## src/cordic_pkg.sv

```systemverilog
package cordic_pkg;

	////////////////////////////////////////////////////////////
	// Single precision float format
	////////////////////////////////////////////////////////////

	localparam int FP_W = 32; // Whole word, sign included.
	localparam int FP_E = 8;  // Biased exponent field.
	localparam int FP_M = 23; // Stored mantissa, hidden bit not kept.

	// Field view of an IEEE-754 single. Field order matches the bit layout.
	typedef struct packed {
		logic            sign;
		logic [FP_E-1:0] exponent;
		logic [FP_M-1:0] mantissa;
	} float32_t;

	////////////////////////////////////////////////////////////
	// Start values and arctangent table
	////////////////////////////////////////////////////////////

	// X starts at the inverse CORDIC gain, about 0.6072529, so no scaling at the end.
	localparam logic [FP_W-1:0] CORDIC_X0 = 32'h3f1b74ee;
	localparam logic [FP_W-1:0] CORDIC_Y0 = 32'h00000000; // Y starts at zero.

	localparam int ITER_W = 3;            // Width of the iteration count.
	localparam int ATAN_N = 1 << ITER_W;  // Table depth, also the largest iteration count.

	// Entry i is atan(2^-i) in radians.
	// Past i = 3 the values are close to 2^-i, as expected for small angles.
	localparam logic [FP_W-1:0] ATAN_LUT [ATAN_N] = '{
		32'h3f490fdb, // 0.7853982, pi/4.
		32'h3eed6338, // 0.4636476.
		32'h3e7adbb0, // 0.2449787.
		32'h3dfeadd5, // 0.1243550.
		32'h3d7faade, // 0.0624188.
		32'h3cffeaae, // 0.0312398.
		32'h3c7ffaab, // 0.0156237.
		32'h3bfffeab  // 0.0078123.
	};

	////////////////////////////////////////////////////////////
	// Shared control and bus types
	////////////////////////////////////////////////////////////

	// Variable under update. The adder sees them in this order each iteration.
	typedef enum logic [1:0] {
		VAR_X = 2'd0,
		VAR_Y = 2'd1,
		VAR_Z = 2'd2
	} var_sel_e;

	// Command from the host, valid only in the beg_fsm_cordic cycle.
	typedef struct packed {
		float32_t   angle;     // Angle in radians, already folded into range.
		logic       operation; // 1 selects sine, 0 cosine.
		logic [1:0] region;    // Quadrant the angle was folded from.
	} cordic_cmd_t;

	// One request to the external float adder.
	typedef struct packed {
		logic [FP_W-1:0] data_a; // Variable being updated.
		logic [FP_W-1:0] data_b; // Shifted partner or table entry.
		logic            op;     // 1 subtracts data_b, 0 adds.
	} add_req_t;

	// Strobes from the control to the iteration datapath.
	typedef struct packed {
		logic              load_start; // Capture angle and start values.
		logic              sel_iter;   // Working registers take the last results.
		logic              en_work;    // Load the working registers.
		logic              en_shift;   // Load shifted X/Y, table entry and Z sign.
		var_sel_e          var_sel;    // Variable on the adder.
		logic              en_result;  // Adder result is valid, store it.
		logic [ITER_W-1:0] iter;       // Current iteration.
	} dp_ctrl_t;

	// Strobes to the output stage.
	typedef struct packed {
		logic en_select; // Pick X or Y.
		logic en_out;    // Register the signed result.
	} out_ctrl_t;

endpackage

```

## src/cordic_control.sv

```systemverilog
`timescale 1ns/1ps

module cordic_control
#(
	parameter int N_ITER = 8
)
(
	input  logic                   clk,
	input  logic                   rst_n,
	input  logic                   beg_fsm_cordic,
	input  logic                   ack_cordic,
	input  logic                   ready_add_subt,
	output logic                   ready_cordic,
	output logic                   beg_add_subt,
	output logic                   ack_add_subt,
	output cordic_pkg::dp_ctrl_t   dp_ctrl,
	output cordic_pkg::out_ctrl_t  out_ctrl
);
	import cordic_pkg::*;

	typedef enum logic [2:0] {
		ST_IDLE,   // Waiting for a command.
		ST_WORK,   // Working registers load.
		ST_SHIFT,  // Shift, table and sign registers load.
		ST_REQ,    // Adder start pulse.
		ST_WAIT,   // Waiting for the adder.
		ST_SELECT, // Pick X or Y.
		ST_OUT,    // Register the result.
		ST_DONE    // Result held for the host.
	} state_e;

	state_e            state;
	state_e            state_next;
	logic [ITER_W-1:0] iter_cnt;  // Iteration in progress.
	var_sel_e          var_cnt;   // Variable in progress.
	logic              accept;    // Command taken this cycle.
	logic              res_ack;   // Adder result taken this cycle.
	logic              last_iter;
	logic              last_var;

	assign accept    = (state == ST_IDLE) && beg_fsm_cordic; // Ignored once busy.
	assign res_ack   = (state == ST_WAIT) && ready_add_subt;
	assign last_iter = (iter_cnt == ITER_W'(N_ITER - 1));
	assign last_var  = (var_cnt == VAR_Z);

	////////////////////////////////////////////////////////////
	// State machine
	////////////////////////////////////////////////////////////

	always_ff @(posedge clk)
	begin
		if (!rst_n)
			state <= ST_IDLE;
		else
			state <= state_next;
	end

	always_comb
	begin
		state_next = state;
		case (state)
			ST_IDLE:   if (accept) state_next = ST_WORK;
			ST_WORK:   state_next = ST_SHIFT;
			ST_SHIFT:  state_next = ST_REQ;
			ST_REQ:    state_next = ST_WAIT;
			ST_WAIT:
			begin
				// After Z the iteration is over. Either loop or finish.
				if (res_ack)
					state_next = !last_var ? ST_REQ : (last_iter ? ST_SELECT : ST_WORK);
			end
			ST_SELECT: state_next = ST_OUT;
			ST_OUT:    state_next = ST_DONE;
			ST_DONE:   if (ack_cordic) state_next = ST_IDLE; // Host back-pressure holds here.
			default:   state_next = ST_IDLE;
		endcase
	end

	// Iteration and variable counters.
	always_ff @(posedge clk)
	begin
		if (!rst_n)
		begin
			iter_cnt <= '0;
			var_cnt  <= VAR_X;
		end
		else
		begin
			if (accept)
				iter_cnt <= '0;
			else if (res_ack && last_var && !last_iter)
				iter_cnt <= iter_cnt + 1'b1; // Next rotation.
			if (state == ST_SHIFT)
				var_cnt <= VAR_X; // Every iteration starts with X.
			else if (res_ack && !last_var)
				var_cnt <= var_sel_e'(var_cnt + 2'd1);
		end
	end

	////////////////////////////////////////////////////////////
	// Strobes
	////////////////////////////////////////////////////////////

	assign ready_cordic = (state == ST_DONE);
	assign beg_add_subt = (state == ST_REQ);
	assign ack_add_subt = res_ack; // Same cycle ready is seen.

	always_comb
	begin
		dp_ctrl.load_start = accept;
		dp_ctrl.sel_iter   = (iter_cnt != '0); // Start values only on the first pass.
		dp_ctrl.en_work    = (state == ST_WORK);
		dp_ctrl.en_shift   = (state == ST_SHIFT);
		dp_ctrl.var_sel    = var_cnt;
		dp_ctrl.en_result  = res_ack;
		dp_ctrl.iter       = iter_cnt;
		out_ctrl.en_select = (state == ST_SELECT);
		out_ctrl.en_out    = (state == ST_OUT);
	end

	// The table has ATAN_N entries, so the iteration count cannot go beyond it.
	a_n_iter_range: assert property (@(posedge clk) (N_ITER >= 1) && (N_ITER <= ATAN_N));

	// A new request never starts while the adder still shows the previous result.
	a_beg_adder_idle: assert property (@(posedge clk) disable iff (!rst_n)
		beg_add_subt |-> !ready_add_subt);

endmodule

```

## src/cordic_iter_datapath.sv

```systemverilog
`timescale 1ns/1ps

module cordic_iter_datapath
(
	input  logic                         clk,
	input  logic                         rst_n,
	input  cordic_pkg::cordic_cmd_t      cmd,
	input  cordic_pkg::dp_ctrl_t         dp_ctrl,
	input  logic [cordic_pkg::FP_W-1:0]  result_add_subt,
	output cordic_pkg::add_req_t         add_req,
	output cordic_pkg::float32_t         x_result,
	output cordic_pkg::float32_t         y_result
);
	import cordic_pkg::*;

	float32_t        z_start;   // Stage 1, the command angle.
	float32_t        x_work;    // Stage 2, values for this iteration.
	float32_t        y_work;
	float32_t        z_work;
	float32_t        x_shift;   // Stage 3, X times 2^-i.
	float32_t        y_shift;   // Stage 3, Y times 2^-i.
	logic [FP_W-1:0] atan_q;    // Stage 3, atan(2^-i).
	logic            z_sign;    // Stage 3, rotation direction d.
	float32_t        z_result;  // Stage 4, last Z from the adder.

	// Multiply by 2^-count through the exponent.
	// Anything that would reach exponent zero or wrap below it becomes +0.
	function automatic float32_t shift_down(input float32_t value, input logic [ITER_W-1:0] count);
		logic [FP_E-1:0] count_ext;
		float32_t        shifted;
		count_ext = FP_E'(count);
		shifted   = value;
		if (value.exponent > count_ext)
			shifted.exponent = value.exponent - count_ext;
		else
			shifted = '0; // Also covers a zero input.
		return shifted;
	endfunction

	////////////////////////////////////////////////////////////
	// Stages 1 to 3
	////////////////////////////////////////////////////////////

	always_ff @(posedge clk)
	begin
		if (dp_ctrl.load_start)
			z_start <= cmd.angle;
	end

	// First pass takes the start values, later passes the adder results.
	always_ff @(posedge clk)
	begin
		if (dp_ctrl.en_work)
		begin
			x_work <= dp_ctrl.sel_iter ? x_result : CORDIC_X0;
			y_work <= dp_ctrl.sel_iter ? y_result : CORDIC_Y0;
			z_work <= dp_ctrl.sel_iter ? z_result : z_start;
		end
	end

	always_ff @(posedge clk)
	begin
		if (dp_ctrl.en_shift)
		begin
			x_shift <= shift_down(x_work, dp_ctrl.iter);
			y_shift <= shift_down(y_work, dp_ctrl.iter);
			atan_q  <= ATAN_LUT[dp_ctrl.iter];
			z_sign  <= z_work.sign; // 0 rotates counter-clockwise.
		end
	end

	////////////////////////////////////////////////////////////
	// Adder request
	////////////////////////////////////////////////////////////

	// With d = 0: X - Y', Y + X', Z - atan. The signs flip with d = 1.
	always_comb
	begin
		case (dp_ctrl.var_sel)
			VAR_X:
			begin
				add_req.data_a = x_work;
				add_req.data_b = y_shift;
				add_req.op     = ~z_sign;
			end
			VAR_Y:
			begin
				add_req.data_a = y_work;
				add_req.data_b = x_shift;
				add_req.op     = z_sign;
			end
			default:
			begin
				add_req.data_a = z_work;
				add_req.data_b = atan_q;
				add_req.op     = ~z_sign; // Drive Z toward zero.
			end
		endcase
	end

	////////////////////////////////////////////////////////////
	// Stage 4, adder results
	////////////////////////////////////////////////////////////

	// Stage 2 still holds the operands, so writing here does not disturb the request.
	always_ff @(posedge clk)
	begin
		if (!rst_n)
		begin
			x_result <= '0;
			y_result <= '0;
			z_result <= '0;
		end
		else if (dp_ctrl.en_result)
		begin
			case (dp_ctrl.var_sel)
				VAR_X:   x_result <= result_add_subt;
				VAR_Y:   y_result <= result_add_subt;
				default: z_result <= result_add_subt;
			endcase
		end
	end

endmodule

```

## src/cordic_output_stage.sv

```systemverilog
`timescale 1ns/1ps

module cordic_output_stage
(
	input  logic                         clk,
	input  logic                         rst_n,
	input  logic                         load_cmd,  // Command accepted.
	input  cordic_pkg::cordic_cmd_t      cmd,
	input  cordic_pkg::out_ctrl_t        out_ctrl,
	input  cordic_pkg::float32_t         x_result,  // Cosine before the sign fix.
	input  cordic_pkg::float32_t         y_result,  // Sine before the sign fix.
	output logic [cordic_pkg::FP_W-1:0]  data_output
);
	import cordic_pkg::*;

	logic       op_q;     // 1 for sine.
	logic [1:0] region_q; // Quadrant of the original angle.
	float32_t   sel_q;    // Chosen result.
	logic       negate;

	// Flags are kept for the whole command. The host may change cmd afterwards.
	always_ff @(posedge clk)
	begin
		if (!rst_n)
		begin
			op_q     <= 1'b0;
			region_q <= 2'b00;
		end
		else if (load_cmd)
		begin
			op_q     <= cmd.operation;
			region_q <= cmd.region;
		end
	end

	always_ff @(posedge clk)
	begin
		if (out_ctrl.en_select)
			sel_q <= op_q ? y_result : x_result;
	end

	// Cosine is negative in regions 01 and 10, sine in 10 and 11.
	assign negate = op_q ? region_q[1] : (region_q[1] ^ region_q[0]);

	////////////////////////////////////////////////////////////
	// Output register
	////////////////////////////////////////////////////////////

	always_ff @(posedge clk)
	begin
		if (!rst_n)
			data_output <= '0;
		else if (out_ctrl.en_out)
			data_output <= {sel_q.sign ^ negate, sel_q.exponent, sel_q.mantissa};
	end

	// The output only takes a result that was picked in the cycle before.
	a_out_after_select: assert property (@(posedge clk) disable iff (!rst_n)
		out_ctrl.en_out |-> $past(out_ctrl.en_select));

endmodule

```

## src/cordic_coprocessor.sv

```systemverilog
`timescale 1ns/1ps

module cordic_coprocessor
#(
	parameter int N_ITER = 8 // Rotations per command, 1 to 8.
)
(
	input  logic                          clk,
	input  logic                          rst_n,
	input  logic                          beg_fsm_cordic,  // Command strobe, one cycle.
	input  logic                          ack_cordic,      // Host took data_output.
	input  cordic_pkg::cordic_cmd_t       cmd,
	input  logic                          ready_add_subt,  // Adder result is valid.
	input  logic [cordic_pkg::FP_W-1:0]   result_add_subt,
	output logic                          ready_cordic,    // Held until ack_cordic.
	output logic                          beg_add_subt,    // Adder start pulse.
	output logic                          ack_add_subt,    // Adder result taken.
	output cordic_pkg::add_req_t          add_req,
	output logic [cordic_pkg::FP_W-1:0]   data_output
);
	import cordic_pkg::*;

	dp_ctrl_t  dp_ctrl;  // Sequencing strobes for the X/Y/Z registers.
	out_ctrl_t out_ctrl; // Select and output strobes.
	float32_t  x_result; // Last X from the adder.
	float32_t  y_result; // Last Y from the adder.

	////////////////////////////////////////////////////////////
	// Sequencing
	////////////////////////////////////////////////////////////

	cordic_control #(
		.N_ITER(N_ITER)
	) u_control (
		.clk            (clk),
		.rst_n          (rst_n),
		.beg_fsm_cordic (beg_fsm_cordic),
		.ack_cordic     (ack_cordic),
		.ready_add_subt (ready_add_subt),
		.ready_cordic   (ready_cordic),
		.beg_add_subt   (beg_add_subt),
		.ack_add_subt   (ack_add_subt),
		.dp_ctrl        (dp_ctrl),
		.out_ctrl       (out_ctrl)
	);

	////////////////////////////////////////////////////////////
	// Datapath and result
	////////////////////////////////////////////////////////////

	cordic_iter_datapath u_datapath (
		.clk             (clk),
		.rst_n           (rst_n),
		.cmd             (cmd),
		.dp_ctrl         (dp_ctrl),
		.result_add_subt (result_add_subt),
		.add_req         (add_req),
		.x_result        (x_result),
		.y_result        (y_result)
	);

	// The flags are taken in the same cycle as the angle.
	cordic_output_stage u_output (
		.clk         (clk),
		.rst_n       (rst_n),
		.load_cmd    (dp_ctrl.load_start),
		.cmd         (cmd),
		.out_ctrl    (out_ctrl),
		.x_result    (x_result),
		.y_result    (y_result),
		.data_output (data_output)
	);

endmodule

```

## config.mk

```make
export PLATFORM = sky130hd
export DESIGN_NAME = cordic_coprocessor
export DESIGN_NICKNAME = d
export VERILOG_FILES = /design/src/cordic_pkg.sv /design/src/cordic_control.sv /design/src/cordic_iter_datapath.sv /design/src/cordic_output_stage.sv /design/src/cordic_coprocessor.sv
export SDC_FILE = /design/constraint.sdc
export NUM_CORES = 1
export LEC_CHECK = 0
export ABC_CLOCK_PERIOD_IN_PS = 7500
export BUFFER_PORTS_ARGS = -buffer_cell sky130_fd_sc_hd__buf_2
export CAP_MARGIN = 20
export CELL_PAD_IN_SITES_DETAIL_PLACEMENT = 2
export CELL_PAD_IN_SITES_GLOBAL_PLACEMENT = 2
export CORE_ASPECT_RATIO = 0.7
export CORE_MARGIN = 2
export CORE_UTILIZATION = 36
export CTS_CLUSTER_DIAMETER = 100
export DETAILED_ROUTE_END_ITERATION = 16
export PLACE_DENSITY_LB_ADDON = 0.3
export SYNTH_ARGS = -nofsm -noshare
export SYNTH_HDL_FRONTEND = slang
export SYNTH_HIERARCHICAL = 1
export SYNTH_SLANG_ARGS = --single-unit
```

## constraint.sdc

```tcl
create_clock -name clk -period 7.5 [get_ports clk]
set_input_delay 0 -clock clk [delete_from_list [all_inputs] [get_ports clk]]
set_output_delay 0 -clock clk [all_outputs]
set_load 0.01 [all_outputs]
```

==> metrics.csv <==
metric,value,unit
Cells after Synth,1364,
largest family of logic cells by synthesized area,simple AND/OR/NAND/NOR gates,
io pins,172,
dpl hpwl,32700,um
clock buffer count from CTS,40,
Die X,260,um
Core ar.,45200,sq um
First DRT Iteration DRCs,573,
clk_lat worst skew,0.54,ns
DR vias,11100,
WS Path Type,reg2reg,
CP Launch Type,register,
GRT Total Usage,0.213,
Yosys top cell area share,0.443,
ANT cells,0,
CTS tree,yes,
first-pass GRT wire length,75800,um
syn nets,1453,
number of global-route vias before repair,12100,
register area share after synthesis,0.611,
post-synthesis compound-gate area fraction,0.0836,
share of cells above drive strength 1,0.217,
"Top FF cell, synth",edfxtp_1,
mux share of post-synthesis cell area,0.101,
Slew @ Worst Pin,1.10,ns
final setup fails,0,
Root Buffer,clkbuf_16,
Site Rows,65,
setup TNS,0,ns
RSZ-0062 raised after global routing,no,
area post-placement,17800,sq um
Total Die Area,47700,sq um
clock-pin slew on the worst setup and hold paths,0.06,ns
Post-synth ARST share,0,
most frequent cells after synthesis,"nand2_1, edfxtp_1, dfxtp_1",
Critical Path Fanout Max,13,
Tcrit/Tclk final,0.451,
most common cell in the netlist,nand2_1,
Final Critical Period,3.38,ns
Port Buffers,171,
"FF+latch count, synth",383,
status,"finished, final reports clean",
Area Growth Syn to Fin,19.6,%
GR Overflow Total,0,
"Slew Viols, Final",0,
required time of the critical path,7.79,ns
clk_skew,0.0139,ns
Initial Util,0.366,
count of final hold-check violations,0,
drt drc,0,
Yosys warning total,6,
Final #Nets,1667,
Synth Cell Area,16500,sq um
Mean Syn Cell Area,12.1,sq um
ANT nets after route,0,
largest net degree at the start of global routing,86,
Sink Count,383,
Routed wire per std cell,22.9,um
"EDFF count, synth",244,
total wire length,50600,um
htree depth,2,
Die Ht,183,um
Synth area leader,edfxtp_1,
DRT Pass-1 Iters,5,
PD cells,230,nW/um^2
Worst EP arrival,3.67,ns
Adder-Cell Fraction of Synth Area,0.0138,
CTS max path bufs,3,
Peak VDD IR,0.000133,V
CP endpoint kind,register,
Via density,5.02,
Hold WC Path Type,in2reg,
Synth Area in Simple Gates,0.152,
"Distinct cells, synth",56,
LEAKAGE,6.66,nW
f_max,296,MHz
post-synthesis xor/xnor area fraction,0.00371,
largest cells by area after synthesis,"edfxtp_1, dfxtp_1, nand2_1",
Final Instance Area,19800,sq um
max-cap violations,0,
GPL Wtd Cong,0.769,
Slew HR,0.267,
initial antenna violation count,1,
layout by cell type (no fill, tap or decap), types with 19 or more instances in the layout:
cell type      Yosys  layout
a21boi_0          97      97
and2_1            70      70
and2_4            20      20
buf_2             10     170
clkbuf_16          0      41
dfxtp_1          139     136
dlygate4sd3_1      0      71
edfxtp_1         244     244
inv_1             19      19
mux2_2            33      33
mux2_4            30      30
mux2i_1           83      83
nand2_1          254     254
nand2b_1          29      28
nor2_1            30      30
nor2b_1           61      61
o21ai_0           56      56
report_power, final:
| part | switching, mW | internal (mW) |
|---|---|---|
| clock network | 0.823 | 1.08 |
| registers | 0.0373 | 2.33 |
| logic | 0.161 | 0.119 |
through the flow:
stage          setup slack [ns]  power (mW)  utilization  hold slack, ns  cells
2_1_floorplan             0.233        2.56            -          0.0989   1364
3_5_place_dp               3.78        2.67        0.394           0.179   2067
4_1_cts                    3.71        4.60        0.437          0.0117   2209
5_1_grt                    3.87        4.72        0.437          0.0515   2210
6_report                   4.12        4.55        0.437          0.0222   2210
3_3_place_gp               4.08        2.65        0.394           0.178   2066
path summary, 6_finish.rpt:
| path | depth (start not counted) | end | slack [ns] | from |
|---|---|---|---|---|
| worst max-delay path | 7 | u_datapath/x_shift[13]$_SDFFCE_PP0P_ | 4.12 | u_control/iter_cnt[2]$_SDFFE_PP0P_ |
| worst min-delay path | 4 | u_control/state[2]$_SDFFE_PN0P_ | 0.02 | beg_fsm_cordic |
| worst max register to register | 7 | u_datapath/x_shift[13]$_SDFFCE_PP0P_ | 4.12 | u_control/iter_cnt[2]$_SDFFE_PP0P_ |
| worst min register to register | 2 | u_datapath/z_result[19]$_SDFFE_PN0P_ | 0.47 | u_datapath/z_result[19]$_SDFFE_PN0P_ |
worst max-delay path, stage by stage, from the launching register on:
cell and delay [ns]:
dfxtp_1 0.60, inv_1 0.30, ha_1 0.47, a211oi_1 0.48, a41o_1 0.21, nand3_1 0.52
buf_8 0.37, and2_1 0.17
area by class of cell:
cell class | instances | area [sq um]
well taps | 603 | 754
clock inverters | 16 | 92.6
clock buffers | 55 | 1130
multi-input cells | 875 | 5900
repair buffers | 259 | 1710
flip-flops and latches | 383 | 10100
inverters | 19 | 71.3
fillers | 4614 | 25400
metal layers:
layer | wire length [um] | global-route usage
met4 | 1020 | 0.0528
met1 | 24300 | 0.302
met3 | 2000 | 0.0322
met2 | 23300 | 0.342
met5 | 13 | 0
cell families after synthesis:
family | Yosys count
buffers and inverters | 106
AO/OA/AOI/OAI | 202
XOR/XNOR | 7
AND/OR/NAND/NOR | 501
flip-flops | 383
adder cells (fa/ha/maj) | 17
multiplexers | 148
repair_timing:
action,CTS,global route
buffers inserted,0,0
gates resized for setup,0,0
hold buffers,71,0
hold endpoints to repair,137,0
Power figures use the tool's default switching activity.
